$ cat src/common/dbg_pkg.sv
`default_nettype none

package dbg_pkg;

    // probe geometry
    localparam int PORT_WIDTH   = 32;                    // test port and buffer word width
    localparam int SAMPLE_DEPTH = 1024;                  // samples taken per capture
    localparam int ADDR_W       = $clog2(SAMPLE_DEPTH);  // buffer address width
    localparam int CNT_W        = 10;                    // read count width, 1..1023 words

    // capture controller states
    typedef enum logic {
        CAP_IDLE,   // waiting for a trigger edge
        CAP_FILL    // writing the sample buffer
    } cap_state_t;

    // readout sequencer states
    typedef enum logic [1:0] {
        RD_IDLE,    // no burst in progress
        RD_PREP,    // first address on the RAM
        RD_STREAM   // remaining addresses of the burst
    } rd_state_t;

endpackage

`default_nettype wire

$ cat src/readout_seq.sv
`default_nettype none

module readout_seq
    import dbg_pkg::*;
(
    input  wire                  txclk,
    input  wire                  rstn,
    input  wire                  start,
    input  wire [ADDR_W-1:0]     start_addr,
    input  wire [CNT_W-1:0]      burst_len,
    input  wire [PORT_WIDTH-1:0] rd_data,
    input  wire                  tx_sel,      // output data enable
    output logic [ADDR_W-1:0]    rd_addr,
    output logic                 busy,
    output logic                 tx_datavalid,
    output logic                 tx_datalast,
    output logic [31:0]          tx_portdata
);

    rd_state_t        state;
    logic [CNT_W-1:0] cnt;        // words issued so far
    logic             issue;
    logic             at_last;
    logic             rd_vld;     // read in flight inside the RAM
    logic             rd_last;
    logic [31:0]      tx_q;

    assign issue   = (state != RD_IDLE);  // one read per cycle while active
    assign at_last = (cnt == burst_len - 1'b1);

    // covers the pipeline drain as well
    assign busy = start || issue || rd_vld || tx_datavalid;

    always_ff @(posedge txclk or negedge rstn) begin
        if (!rstn) begin
            state   <= RD_IDLE;
            rd_addr <= '0;
            cnt     <= '0;
        end else begin
            case (state)
                RD_IDLE: begin
                    if (start) begin
                        state   <= RD_PREP;
                        rd_addr <= start_addr;  // first word read in RD_PREP
                        cnt     <= '0;
                    end
                end
                RD_PREP, RD_STREAM: begin
                    rd_addr <= rd_addr + 1'b1;  // wraps at the buffer end
                    cnt     <= cnt + 1'b1;
                    state   <= at_last ? RD_IDLE : RD_STREAM;
                end
                default: state <= RD_IDLE;
            endcase
        end
    end

    // flags follow the read data through the RAM register
    always_ff @(posedge txclk or negedge rstn) begin
        if (!rstn) begin
            rd_vld       <= 1'b0;
            rd_last      <= 1'b0;
            tx_datavalid <= 1'b0;
            tx_datalast  <= 1'b0;
        end else begin
            rd_vld       <= issue;
            rd_last      <= issue && at_last;
            tx_datavalid <= rd_vld;
            tx_datalast  <= rd_last;
        end
    end

    // zero outside a burst
    always_ff @(posedge txclk or negedge rstn) begin
        if (!rstn) begin
            tx_q <= '0;
        end else begin
            tx_q <= rd_vld ? rd_data : '0;
        end
    end

    assign tx_portdata = tx_sel ? tx_q : '0;

    // the burst closes right after its last word
    a_last_in_burst : assert property (
        @(posedge txclk) disable iff (!rstn)
        tx_datalast |=> !tx_datavalid
    );

endmodule

`default_nettype wire

$ cat config.mk
export PLATFORM = sky130hd
export DESIGN_NAME = readout_seq
export DESIGN_NICKNAME = d
export VERILOG_FILES = /design/src/common/dbg_pkg.sv /design/src/readout_seq.sv
export SDC_FILE = /design/constraint.sdc
export NUM_CORES = 1
export LEC_CHECK = 0
export ABC_AREA = 1
export BUFFER_PORTS_ARGS = -buffer_cell sky130_fd_sc_hd__buf_2
export CORE_ASPECT_RATIO = 0.6
export CORE_UTILIZATION = 54
export DETAILED_ROUTE_END_ITERATION = 8
export GPL_TIMING_DRIVEN = 1
export HOLD_SLACK_MARGIN = 0.02
export MAX_ROUTING_LAYER = met4
export PLACE_DENSITY = 0.85
export SYNTH_ARGS = -nofsm -noshare
export SYNTH_HDL_FRONTEND = slang
export SYNTH_SLANG_ARGS = --single-unit
$ cat constraint.sdc
create_clock -name txclk -period 3.4 [get_ports txclk]
set_input_delay 0 -clock txclk [delete_from_list [all_inputs] [get_ports txclk]]
set_output_delay 0 -clock txclk [all_outputs]
set_load 0.02 [all_outputs]
Yosys cells after proc, flatten, opt, wreduce, memory -nomap -nowiden
Index checks and enable logic that the tools add are counted.
Widths: inputs -> output; s select.
{"block": "totals", "reg_bits": 58, "out_inout_bits": 45, "elab_cells": 33}
{"block": "op_classes", "n_addsub": 3, "n_eq_ne": 4, "muxes": 9, "reduce_logical": 9}
{"cell": "$mux 32", "n": 2}
{"cell": "$pmux 10 s2", "n": 2}
{"cell": "$add 10x1->10 const B", "n": 2}
{"cell": "$mux 10", "n": 2}
{"cell": "$eq 10x10->1", "n": 1}
{"cell": "$sub 10x1->10 const B", "n": 1}
{"cell": "$mux 2", "n": 2}
{"cell": "$pmux 2 s2", "n": 1}
{"cell": "$reduce_bool 2->1", "n": 2}
{"cell": "$logic_or 1x1->1", "n": 3}
{"cell": "$eq 2x1->1 const B", "n": 1}
{"cell": "$eq 2x2->1 const B", "n": 1}
{"cell": "$logic_not 2->1", "n": 1}
{"cell": "$ne 2x2->1 const B", "n": 1}
{"cell": "$reduce_and 2->1", "n": 1}
{"cell": "$reduce_or 2->1", "n": 1}
{"cell": "$logic_and 1x1->1", "n": 1}

Logic depth before layout (Yosys ltp)
Gate-level depths: netlist of the first run.
{"block": "depth", "word_depth": 4, "depth_mapped": 12, "depth_no_buf": 12}

Worst setup path before layout of the first run
Ideal clock, no wire load.
{"block": "synth_path", "path_type": "register to register", "start": "reg rd_addr[0]", "end": "reg rd_addr[8]", "setup_time_ps": 68, "arrival_ps": 1425, "path_slack_ps": 1907, "stages_incl_launch_ff": 9, "n_path_buf": 0, "cell_sequence": "dfrtp_1 ha_1 nand3_1 nor2_1 nand3_1 nor2_1 xor2_1 nand2_1 nand3_1"}
{"block": "synth_via", "elab_chain_len": 2}
{"item": "from (decl)", "line_no": "readout_seq.sv:13", "text": "output logic [ADDR_W-1:0] rd_addr,"}
{"item": "from (signal assigned)", "line_no": "readout_seq.sv:44", "text": "rd_addr <= start_addr;"}
{"item": "from (signal assigned)", "line_no": "readout_seq.sv:49", "text": "rd_addr <= rd_addr + 1'b1;"}
{"item": "$add 10x1->10", "line_no": "readout_seq.sv:49"}
{"item": "$pmux 10 s2", "line_no": "readout_seq.sv:40", "text": "case (state)"}
Every way passes these cells.
A chain may end at the register's enable or synchronous reset.

Worst setup path in the final report of the first run
{"block": "layout_path", "start": "reg state[0]", "end": "reg cnt[3]"}
{"block": "layout_via", "elab_chain_len": 4, "elab_cells_between_ends": 8}
{"item": "from (decl)", "line_no": "readout_seq.sv:20", "text": "rd_state_t state;"}
{"item": "from (signal assigned)", "line_no": "readout_seq.sv:51", "text": "state <= at_last ? RD_IDLE : RD_STREAM;"}
{"item": "$eq 2x1->1 / $eq 2x2->1 (equally long branches)", "line_no": "readout_seq.sv:40"}
{"item": "$reduce_or 2->1", "line_no": "readout_seq.sv:40"}
{"item": "$reduce_bool 2->1 (no line)"}
{"item": "$reduce_and 2->1 (no line)"}
{"item": "to (signal assigned)", "line_no": "readout_seq.sv:50", "text": "cnt <= cnt + 1'b1;"}
{"item": "to (decl)", "line_no": "readout_seq.sv:21", "text": "logic [CNT_W-1:0] cnt;"}
Parallel ways exist; a longest one is shown, timed or not.

==> flow_summary.yaml, run 1 <==
status:
  outcome: "complete, no violations"
routing:
  highest_layer: "met4"
  route.vias.total: 3086
  dr_wl_met2_um: 3820
  wl_met3_um: 624
  drcViolationCount: 0
  wl_um: 8140
  viasPerCell: 4.87
  drt-initial-drc-count: 186
  ant_nets: 0
  drtPass1Iterations: 5
  wl_per_cell_um: 12.8
  wl_met1_um: 3580
critical_path:
  slowest_delay_ps: 440
  critPathKind: "reg2reg"
  reg2regPathDepth: 8
  crit_top_cell: "inv_1"
  rr_startpoint: "state[0]$_DFFE_PN0P_"
  critical_path_arrival_ps: 2100
  r2r_slack_ps: 1510
  cp_slowest_cell: "nor2_2"
  rr_endpoint: "cnt[3]$_DFFE_PN0P_"
  path_cells: "inv_1 > ha_1 > nand2_1 > nand2_4 > nor2_2 > inv_1 > o21ai_0 > a21oi_1"
  critPathMaxFanout: 13
  worstSetupStartpointType: "flip-flop"
  setup.worst_path.end_class: "flip-flop"
  worstPathRequired_ps: 3610
power:
  leakage_nw: 2.65
  ir_drop_v: 0.000452
  p_total_mw: 2.73
  powerDensity_nw_per_um2: 651
synth:
  yosys_warnings: 0
  ys_ff_latch: 58
  yosys-top-cells-area: "dfrtp_1 (48%), nand2_1 (18%), inv_1 (13%)"
  synth_area_um2: 3040
  yosysTopAreaCell: "dfrtp_1"
  synth_nets: 477
  ys.flop_type: "dfrtp_1"
  synth-edff-count: 0
  avgSynthCellArea_um2: 7.31
  netlist.area_leader.share_pct: 47.7
  yosysSeqAreaShare_pct: 47.7
  synth_most_common_cell: "nand2_1"
  synth_common_cells: "nand2_1 (143), inv_1 (103), dfrtp_1 (58)"
  synth_cell_types: 27
  postSynthCellCount: 416
  synthArstFlopShare_pct: 100
grt:
  antenna_found_initial: 0
  grt_pass1_vias: 2713
  grt_overflow: 0
  grt_pass1_wl_um: 12600
  grt.total_usage_pct: 29.6
  grt_max_degree: 35
sta:
  fin_crit_ps: 1890
  clock_skew_ps: 8.18
  relSlewSlack_pct: 27.9
  final.setup.tns_ps: 0
  finalSetupViolations: 0
  drv_slew: 0
  rsz0062_at_grt: "false"
  max_freq_ghz: 0.530
  finalHoldViolations: 0
  post-route-period-util_pct: 55.5
  setup_slack_ps: 1510
  worstMarginPinSlew_ps: 1080
final_layout:
  finalNetCount: 624
  area.growth.synth_to_final_pct: 37.8
  drive_above_1_share_pct: 22.4
  final_area_um2: 4190
  antenna_cells: 0
clock_network:
  h-tree-depth: 3
  clock_tree.buffer_depth: 2
  worstSkewPairLatency_ps: 330
  clkTransAtPathRegs_ps: 70
  cts_tree: "done"
  clock-sinks: 58
  cts-root-buf: "clkbuf_8"
  cts_buffers: 9
die:
  initial_core_util_pct: 58.2
  fp.dieH_um: 60.1
  rows: 20
  design.die.area_um2: 5950
  die-width_um: 98.9
  pin_count: 101
  coreArea_um2: 5230
placed_design:
  port_buffers: 100
  hpwl_um: 5050
  gp_congestion: 0.864
  dp_slack_ps: 1570
  place_area_um2: 3590
flow_run:
  cap_violations: 0
worst_hold_path:
  hp-class: "in2async"
## flip-flops by register name, indices dropped and copies added, names as in the netlist
register and cells:
tx_datavalid 1, cnt 10, tx_datalast 1, rd_vld 1
rd_last 1, tx_q 32, rd_addr 10, state 2
## how the worst max path moves through the flow
| stage | startpoint | endpoint | slack (ps) | cells after the start |
|---|---|---|---|---|
| floorplan | rd_addr[0]$_DFFE_PN0P_ | rd_addr[8]$_DFFE_PN0P_ | 1910 | 8 |
| global placement | state[0]$_DFFE_PN0P_ | cnt[3]$_DFFE_PN0P_ | 1660 | 8 |
| detailed placement | state[0]$_DFFE_PN0P_ | cnt[3]$_DFFE_PN0P_ | 1570 | 8 |
| CTS | state[0]$_DFFE_PN0P_ | cnt[3]$_DFFE_PN0P_ | 1560 | 8 |
| global route | state[0]$_DFFE_PN0P_ | cnt[3]$_DFFE_PN0P_ | 1330 | 8 |
| finish | state[0]$_DFFE_PN0P_ | cnt[3]$_DFFE_PN0P_ | 1510 | 8 |
## through the flow
stage / hold slack [ps] / utilization, % / instances
3_5_place_dp: 9.24 / 68.6 / 574
6_report: 188 / 80.1 / 634
2_1_floorplan: -296 / - / 416
4_1_cts: 191 / 80.1 / 634
5_1_grt: 219 / 80.1 / 634
3_3_place_gp: 10.0 / 68.6 / 574
## placed cells by master, fill, tap and decap left out, types with 4 or more instances in the layout
cell             n
ha_1             5
dfrtp_1         58
inv_1          103
nor2_1          27
a21oi_1          6
nand2_1        143
nor3_1           4
buf_2          100
o211ai_1         4
o21ai_0          5
nand3_1         23
dlygate4sd3_1   44
xor2_1           8
clkbuf_8        10
## cells by family (layout without fill, tap and decap cells)
family          after synthesis  after routing  synth area share, %
buf+inv                     114            266                 14.4
simple gates                210            210                 29.1
xor+xnor                      9              9                 2.59
fa+ha+maj                     5              5                 2.06
flops                        58             58                 47.7
compound gates               20             20                 4.11
## layer usage
metal	vias up	global-route usage (%)
met3	23	7.13
met4	0	9.59
met2	155	48.8
li1	1507	-
met5	-	-
met1	1401	36.7
## layout make-up
| cell class | count | area [um^2] |
|---|---|---|
| inverters | 105 | 394 |
| fillers | 349 | 1040 |
| well taps | 66 | 82.6 |
| clock inverters | 3 | 15.0 |
| repair buffers | 145 | 948 |
| flip-flops and latches | 58 | 1450 |
| multi-input cells | 244 | 1150 |
| clock buffers | 13 | 149 |
## critical path: cells and delay by family (launching register included)
kind,cells,cell delay (ps)
buffers and inverters,2,260
AND/OR/NAND/NOR,3,720
AO/OA/AOI/OAI,2,190
adder cells (fa/ha/maj),1,230
flip-flops,1,360
## power breakdown
group          total (mW)  leakage [nW]  switching (mW)  internal (mW)
Sequential           1.11         0.744           0.212          0.898
Combinational        1.09          1.82           0.701          0.391
Clock               0.529        0.0872           0.248          0.281
## what timing repair did
item / in CTS / in global routing
resized for setup: 0 / 0
endpoints found under the hold margin: 67 / 0
hold buffers: 44 / 0
buffers inserted: 0 / 0
Note: power is estimated with default switching activity, not from simulation.
==> run 2: changes to the inputs <==
--- a/config.mk
+++ b/config.mk
@@ -8,12 +8,12 @@
 export ABC_AREA = 1
 export BUFFER_PORTS_ARGS = -buffer_cell sky130_fd_sc_hd__buf_2
 export CORE_ASPECT_RATIO = 0.6
-export CORE_UTILIZATION = 54
+export CORE_UTILIZATION = 51
 export DETAILED_ROUTE_END_ITERATION = 8
 export GPL_TIMING_DRIVEN = 1
 export HOLD_SLACK_MARGIN = 0.02
 export MAX_ROUTING_LAYER = met4
-export PLACE_DENSITY = 0.85
+export PLACE_DENSITY = 0.81
 export SYNTH_ARGS = -nofsm -noshare
 export SYNTH_HDL_FRONTEND = slang
 export SYNTH_SLANG_ARGS = --single-unit
==> constraint.sdc (replaced) <==
create_clock -name txclk -period 1.85 [get_ports txclk]
set_input_delay 0 -clock txclk [delete_from_list [all_inputs] [get_ports txclk]]
set_output_delay 0 -clock txclk [all_outputs]
set_load 0.02 [all_outputs]
==> run 2 against run 1 <==
Final cell count grew 2.7%. Clock skew shrank 0.99 ps. Clock power grew 120%. Global-route usage shrank 3.4 points. Die area grew 5.7%. Non-clock buffer count grew 3. Count of clock-buffer cells in the layout shrank 3. Critical path depth grew 1. Sequential power grew 78%. Flip-flop and latch count is the same. Register-to-register slack lost 1400 ps. First-iteration DRC count shrank 29%. Critical path type unchanged.
==> flow_summary.yaml, run 2 (same netlist as run 1, synthesis figures left out) <==
placed_design:
  hpwl_um: 5140
  place_area_um2: 3640
  dp.cells: 591
  gp_congestion: 0.956
  port_buffers: 100
power:
  switching_share_pct: 41.6
  pwr-share-seq_pct: 37.5
  p_sw_mw: 2.19
  ir_drop_v: 0.000671
  p_comb_share_pct: 40.4
  powerDensity_nw_per_um2: 1230
  p_int_mw: 3.08
  clockPowerShare_pct: 22.1
  leakage_nw: 2.70
grt:
  grt_pass1_wl_um: 11800
  grt_pass1_vias: 2617
  antenna_found_initial: 0
  grt_overflow: 0
  grt.total_usage_pct: 26.2
  grt_max_degree: 36
clock_network:
  cts-root-buf: "clkbuf_8"
  clkTransAtPathRegs_ps: 70
  cts_setup_buffers: 0
  cts_buffers: 9
  clock_tree.buffer_depth: 2
  clock-sinks: 58
  cts_tree: "done"
  worstSkewPairLatency_ps: 330
  h-tree-depth: 3
routing:
  wl_per_cell_um: 12.0
  drtPass1Iterations: 5
  route.vias.total: 3034
  drcViolationCount: 0
  drt-initial-drc-count: 132
  ant_nets: 0
  viasPerCell: 4.66
  wl_um: 7820
status:
  outcome: "complete, no violations"
sta:
  post-route-period-util_pct: 91.3
  fin_crit_ps: 1690
  relSlewSlack_pct: 55.6
  drv_slew: 0
  worstMarginPinSlew_ps: 666
  clock_skew_ps: 7.20
  finalSetupViolations: 0
  finalHoldViolations: 0
  rsz0062_at_grt: "false"
  max_freq_ghz: 0.592
  final.setup.tns_ps: 0
die:
  initial_core_util_pct: 53.8
  pin_count: 101
  die-width_um: 102
  coreArea_um2: 5650
  design.die.area_um2: 6290
  rows: 21
  fp.dieH_um: 61.8
critical_path:
  setup.worst_path.end_class: "flip-flop"
  critPathMaxFanout: 12
  cp_slowest_cell: "dfrtp_1"
  path_cells: "inv_1 > ha_1 > nand2_1 > nand2_4 > inv_4 > nand3_1 > nor3_4 > a21oi_1 > nor2_1"
  r2r_slack_ps: 160
  slowest_delay_ps: 350
  critical_path_arrival_ps: 1930
  worstSetupStartpointType: "flip-flop"
  worstPathRequired_ps: 2090
  critPathKind: "reg2reg"
final_layout:
  drive_above_1_share_pct: 23.5
  regArea_um2: 1450
  final_common_cell: "nand2_1"
  final_cells: 651
  top_register: "tx_q"
  antenna_cells: 0
  final_area_um2: 4290
  largest_reg_flops: 32
  final_cell_mix: "nand2_1 (143), inv_1 (102), buf_2 (100)"
  area.growth.synth_to_final_pct: 41.1
  fillerInstances: 388
  finalNetCount: 627
  top_regs: "tx_q: 32 flops, cnt: 10 flops, rd_addr: 10 flops"
  multi_input_area_um2: 1160
flow_run:
  cap_violations: 0
worst_hold_path:
  hp-class: "in2async"
==> run 2: changes by cell type in the layout (fill, tap and decap cells not counted), sizes merged <==
cell | previous run | this run
clkinv | 3 | 2
bufinv | 0 | 1
clkbuf | 13 | 10
clkinvlp | 0 | 3
buf | 101 | 104
==> run 2: path summary, 6_finish.rpt <==
path / from / end / depth (start not counted)
setup / recovery: state[0]$_DFFE_PN0P_ / cnt[6]$_DFFE_PN0P_ / 9
hold reg to reg: rd_last$_DFF_PN0_ / tx_datalast$_DFF_PN0_ / 0
hold / removal: rstn / tx_q[5]$_DFF_PN0_ / 2
max in group asynchronous: rstn / tx_q[13]$_DFF_PN0_ / 3
min in group txclk: burst_len[6] / rd_last$_DFF_PN0_ / 7
setup reg to reg: state[0]$_DFFE_PN0P_ / cnt[6]$_DFFE_PN0P_ / 9
==> run 2: routing by layer <==
layer  GRT usage, %  up-vias  routed length [um]
li1               -     1517                   -
met1           34.4     1381                3610
met2           42.0      126                3600
met3           5.15       10                 530
met4           7.45        0                  78
met5              -        -                   0
==> run 2: power by group through the flow <==
stage               registers (mW)  logic, mW  clock network (mW)
CTS                           1.96       2.10                1.18
global placement              1.97       1.96                   0
detailed placement            1.98       2.01                   0
finish                        1.98       2.13                1.16
global route                  2.02       2.39                1.23
floorplan                     2.02       1.33                   0
==> run 2: critical path, delay by kind of cell, from the launching register on <==
family                   cells  cell delay, ps
AND/OR/NAND/NOR              5             750
flip-flops                   1             350
adder cells (fa/ha/maj)      1             220
buffers and inverters        2             190
AO/OA/AOI/OAI                1             100
==> run 2: final cells by class <==
cell class | count | share of cell area [%]
clock buffers | 10 | 3.21
flip-flops and latches | 58 | 33.8
well taps | 80 | 2.33
inverters | 105 | 9.24
clock inverters | 6 | 1.54
repair buffers | 148 | 22.9
multi-input cells | 244 | 27.0
==> run 2: timing repair <==
action	CTS	global route
hold buffers	44	0
endpoints found under the setup margin	0	3
resized for setup	0	3
hold endpoints to repair	66	0
==> run 2: through the flow <==
| stage | setup WS (ps) | power [mW] | util (%) | hold WS, ps |
|---|---|---|---|---|
| after global placement | 237 | 3.93 | 64.4 | 23.7 |
| after global routing | 41.1 | 5.64 | 76.0 | 253 |
| final | 162 | 5.27 | 76.0 | 204 |
| after floorplan | 357 | 3.35 | - | -296 |
| after CTS | 113 | 5.24 | 75.8 | 195 |
| after detailed placement | 164 | 3.99 | 64.4 | 19.0 |
==> run 3: changes to the inputs <==
--- a/config.mk
+++ b/config.mk
@@ -5,15 +5,14 @@
 export SDC_FILE = /design/constraint.sdc
 export NUM_CORES = 1
 export LEC_CHECK = 0
-export ABC_AREA = 1
 export BUFFER_PORTS_ARGS = -buffer_cell sky130_fd_sc_hd__buf_2
 export CORE_ASPECT_RATIO = 0.6
-export CORE_UTILIZATION = 51
+export CORE_UTILIZATION = 50
 export DETAILED_ROUTE_END_ITERATION = 8
 export GPL_TIMING_DRIVEN = 1
 export HOLD_SLACK_MARGIN = 0.02
 export MAX_ROUTING_LAYER = met4
-export PLACE_DENSITY = 0.81
+export PLACE_DENSITY = 0.8
 export SYNTH_ARGS = -nofsm -noshare
 export SYNTH_HDL_FRONTEND = slang
 export SYNTH_SLANG_ARGS = --single-unit
==> run 3 against run 2 <==
Largest cell class unchanged. Clock skew grew 0.88 ps. Critical path type unchanged. Final area down 2.7%. Non-clock buffer count up 1. Sequential share of layout area grew 0.93 points.
==> flow_summary.yaml, run 3 <==
clock_network:
  cts_buffers: 9
  cts_tree: "done"
  clock_tree.buffer_depth: 2
  h-tree-depth: 3
  clkTransAtPathRegs_ps: 70
  cts-root-buf: "clkbuf_8"
  worstSkewPairLatency_ps: 330
  clock-sinks: 58
sta:
  drv_slew: 0
  finalSetupViolations: 0
  setup_slack_ps: 89.4
  fin_crit_ps: 1760
  relSlewSlack_pct: 44.9
  rsz0062_at_grt: "false"
  whs_ps: 165
  max_freq_ghz: 0.568
  final.setup.tns_ps: 0
  worstMarginPinSlew_ps: 827
  finalHoldViolations: 0
  post-route-period-util_pct: 95.2
  clock_skew_ps: 8.08
synth:
  postSynthCellCount: 297
  synth-edff-count: 0
  synthAdderAreaFrac_pct: 2.16
  synthArstFlopShare_pct: 100
  synth_top_family_by_area: "simple AND/OR/NAND/NOR gates"
  synth_most_common_cell: "and2_1"
  yosysTopAreaCell: "dfrtp_1"
  yosysSeqAreaShare_pct: 50.1
  ys_ff_latch: 58
  yosys_warnings: 0
  yosys.area_share.simple_pct: 29.7
  yosys.area_share.xor_xnor_pct: 4.23
  synth_compound_area_share_pct: 9.07
  synth_cell_types: 40
  avgSynthCellArea_um2: 9.75
  synth_nets: 358
  synth_common_cells: "and2_1 (65), dfrtp_1 (58), nor2_1 (21)"
  synthMuxAreaShare_pct: 2.12
  yosys-top-cells-area: "dfrtp_1 (50%), and2_1 (14%), xor2_1 (3.0%)"
  netlist.area_leader.share_pct: 50.1
  ys.flop_type: "dfrtp_1"
  synth_area_um2: 2900
final_layout:
  multi_input_area_um2: 1380
  top_register: "tx_q"
  drive_above_1_share_pct: 29.4
  antenna_cells: 0
  finalNetCount: 505
  largest_reg_flops: 32
  final_util_pct: 75.0
  regArea_um2: 1450
  top_regs: "tx_q: 32 flops, cnt: 10 flops, rd_addr: 10 flops"
  final_cell_mix: "buf_2 (100), and2_1 (65), dfrtp_1 (58)"
  final_common_cell: "buf_2"
  area.growth.synth_to_final_pct: 44.2
  fillerInstances: 400
die:
  initial_core_util_pct: 52.0
  die-width_um: 100
  design.die.area_um2: 6110
  fp.dieH_um: 61.0
  coreArea_um2: 5570
  rows: 21
  pin_count: 101
worst_hold_path:
  hp-class: "in2reg"
routing:
  drt-initial-drc-count: 120
  drcViolationCount: 0
  wl_um: 7690
  ant_nets: 0
  viasPerCell: 5.11
  wl_per_cell_um: 14.5
  drtPass1Iterations: 4
  route.vias.total: 2703
placed_design:
  port_buffers: 100
  hpwl_um: 4880
  gp_congestion: 0.853
  dp_slack_ps: -97.5
power:
  switching_share_pct: 38.1
  p_sw_mw: 2.09
  p_int_mw: 3.39
  leakage_nw: 2.06
  p_comb_share_pct: 40.3
  p_total_mw: 5.48
  clockPowerShare_pct: 23.2
  powerDensity_nw_per_um2: 1310
  pwr-share-seq_pct: 36.4
  ir_drop_v: 0.00120
grt:
  grt_max_degree: 37
  grt_pass1_wl_um: 12000
  grt.total_usage_pct: 27.4
  grt_overflow: 0
  antenna_found_initial: 0
  grt_pass1_vias: 2519
critical_path:
  cp_top_family: "simple AND/OR/NAND/NOR gates"
  r2r_slack_ps: 90
  worstSetupStartpointType: "flip-flop"
  cp_slowest_cell: "dfrtp_1"
  critPathKind: "reg2reg"
  slowest_delay_ps: 410
  setup.worst_path.end_class: "flip-flop"
  critPathMaxFanout: 24
  cp_num_buf_inv: 2
  path_cells: "inv_1 > ha_1 > nor2b_4 > nor2_1 > buf_12 > and3_1 > o21ai_0 > o221a_2"
  critical_path_arrival_ps: 2020
  worstPathRequired_ps: 2110
flow_run:
  cap_violations: 0
status:
  outcome: "complete, no violations"
## run 3: through the flow
stage / std cells / cell area (um^2)
floorplan: 297 / 2900
global placement: 469 / 3510
detailed placement: 469 / 3510
CTS: 529 / 4170
global route: 529 / 4180
finish: 529 / 4180
## run 3: kinds of logic after synthesis
| kind of cell | after synthesis |
|---|---|
| adder cells (fa/ha/maj) | 5 |
| XOR/XNOR | 14 |
| flip-flops | 58 |
| AND/OR/NAND/NOR | 152 |
| AO/OA/AOI/OAI | 42 |
| multiplexers | 6 |
| buffers and inverters | 20 |
## run 3: worst register-to-register path, stage by stage (launching register included)
cell and delay, ps:
dfrtp_1 410, inv_1 80, ha_1 180, nor2b_4 240, nor2_1 100, buf_12 170, and3_1 180, o21ai_0 150
o221a_2 200
## run 3: worst paths after layout
| kind | start | end | cells after the start |
|---|---|---|---|
| worst min-delay path | burst_len[0] | state[1]$_DFFE_PN0P_ | 5 |
| max in group asynchronous | rstn | rd_addr[8]$_DFFE_PN0P_ | 3 |
| worst max-delay path | state[0]$_DFFE_PN0P_ | rd_addr[2]$_DFFE_PN0P_ | 8 |
| worst max register to register | state[0]$_DFFE_PN0P_ | rd_addr[2]$_DFFE_PN0P_ | 8 |
| min in group asynchronous | rstn | tx_q[12]$_DFF_PN0_ | 2 |
| worst min register to register | rd_last$_DFF_PN0_ | tx_datalast$_DFF_PN0_ | 0 |
## run 3: power by group through the flow
stage / clock network (mW) / registers, mW / logic, mW
6_report: 1.27 / 2.00 / 2.21
5_1_grt: 1.37 / 2.06 / 2.41
4_1_cts: 1.31 / 1.99 / 2.18
3_5_place_dp: 0 / 2.00 / 2.10
3_3_place_gp: 0 / 1.98 / 2.00
2_1_floorplan: 0 / 2.02 / 1.34
## run 3: routing by layer
layer,vias up,part of all wire [%],track usage (%)
li1,1297,-,-
met1,1272,44,34.0
met2,123,48,44.4
met3,11,7.3,6.80
met4,0,1.1,9.52
met5,-,0,-
## run 3: final cells by class
cell class | count | area share [%]
tap | 80 | 2.40
multi-input combinational | 219 | 33.0
clock inverter | 5 | 1.86
clock buffer | 11 | 3.38
sequential | 58 | 34.7
timing repair buffer | 149 | 24.0
inverter | 7 | 0.629
## run 3: what timing repair did
item,in CTS,in global routing
endpoints found under the hold margin,66,0
setup endpoints to repair,3,6
setup buffers,0,0
hold buffers,44,0
resized for setup,1,1
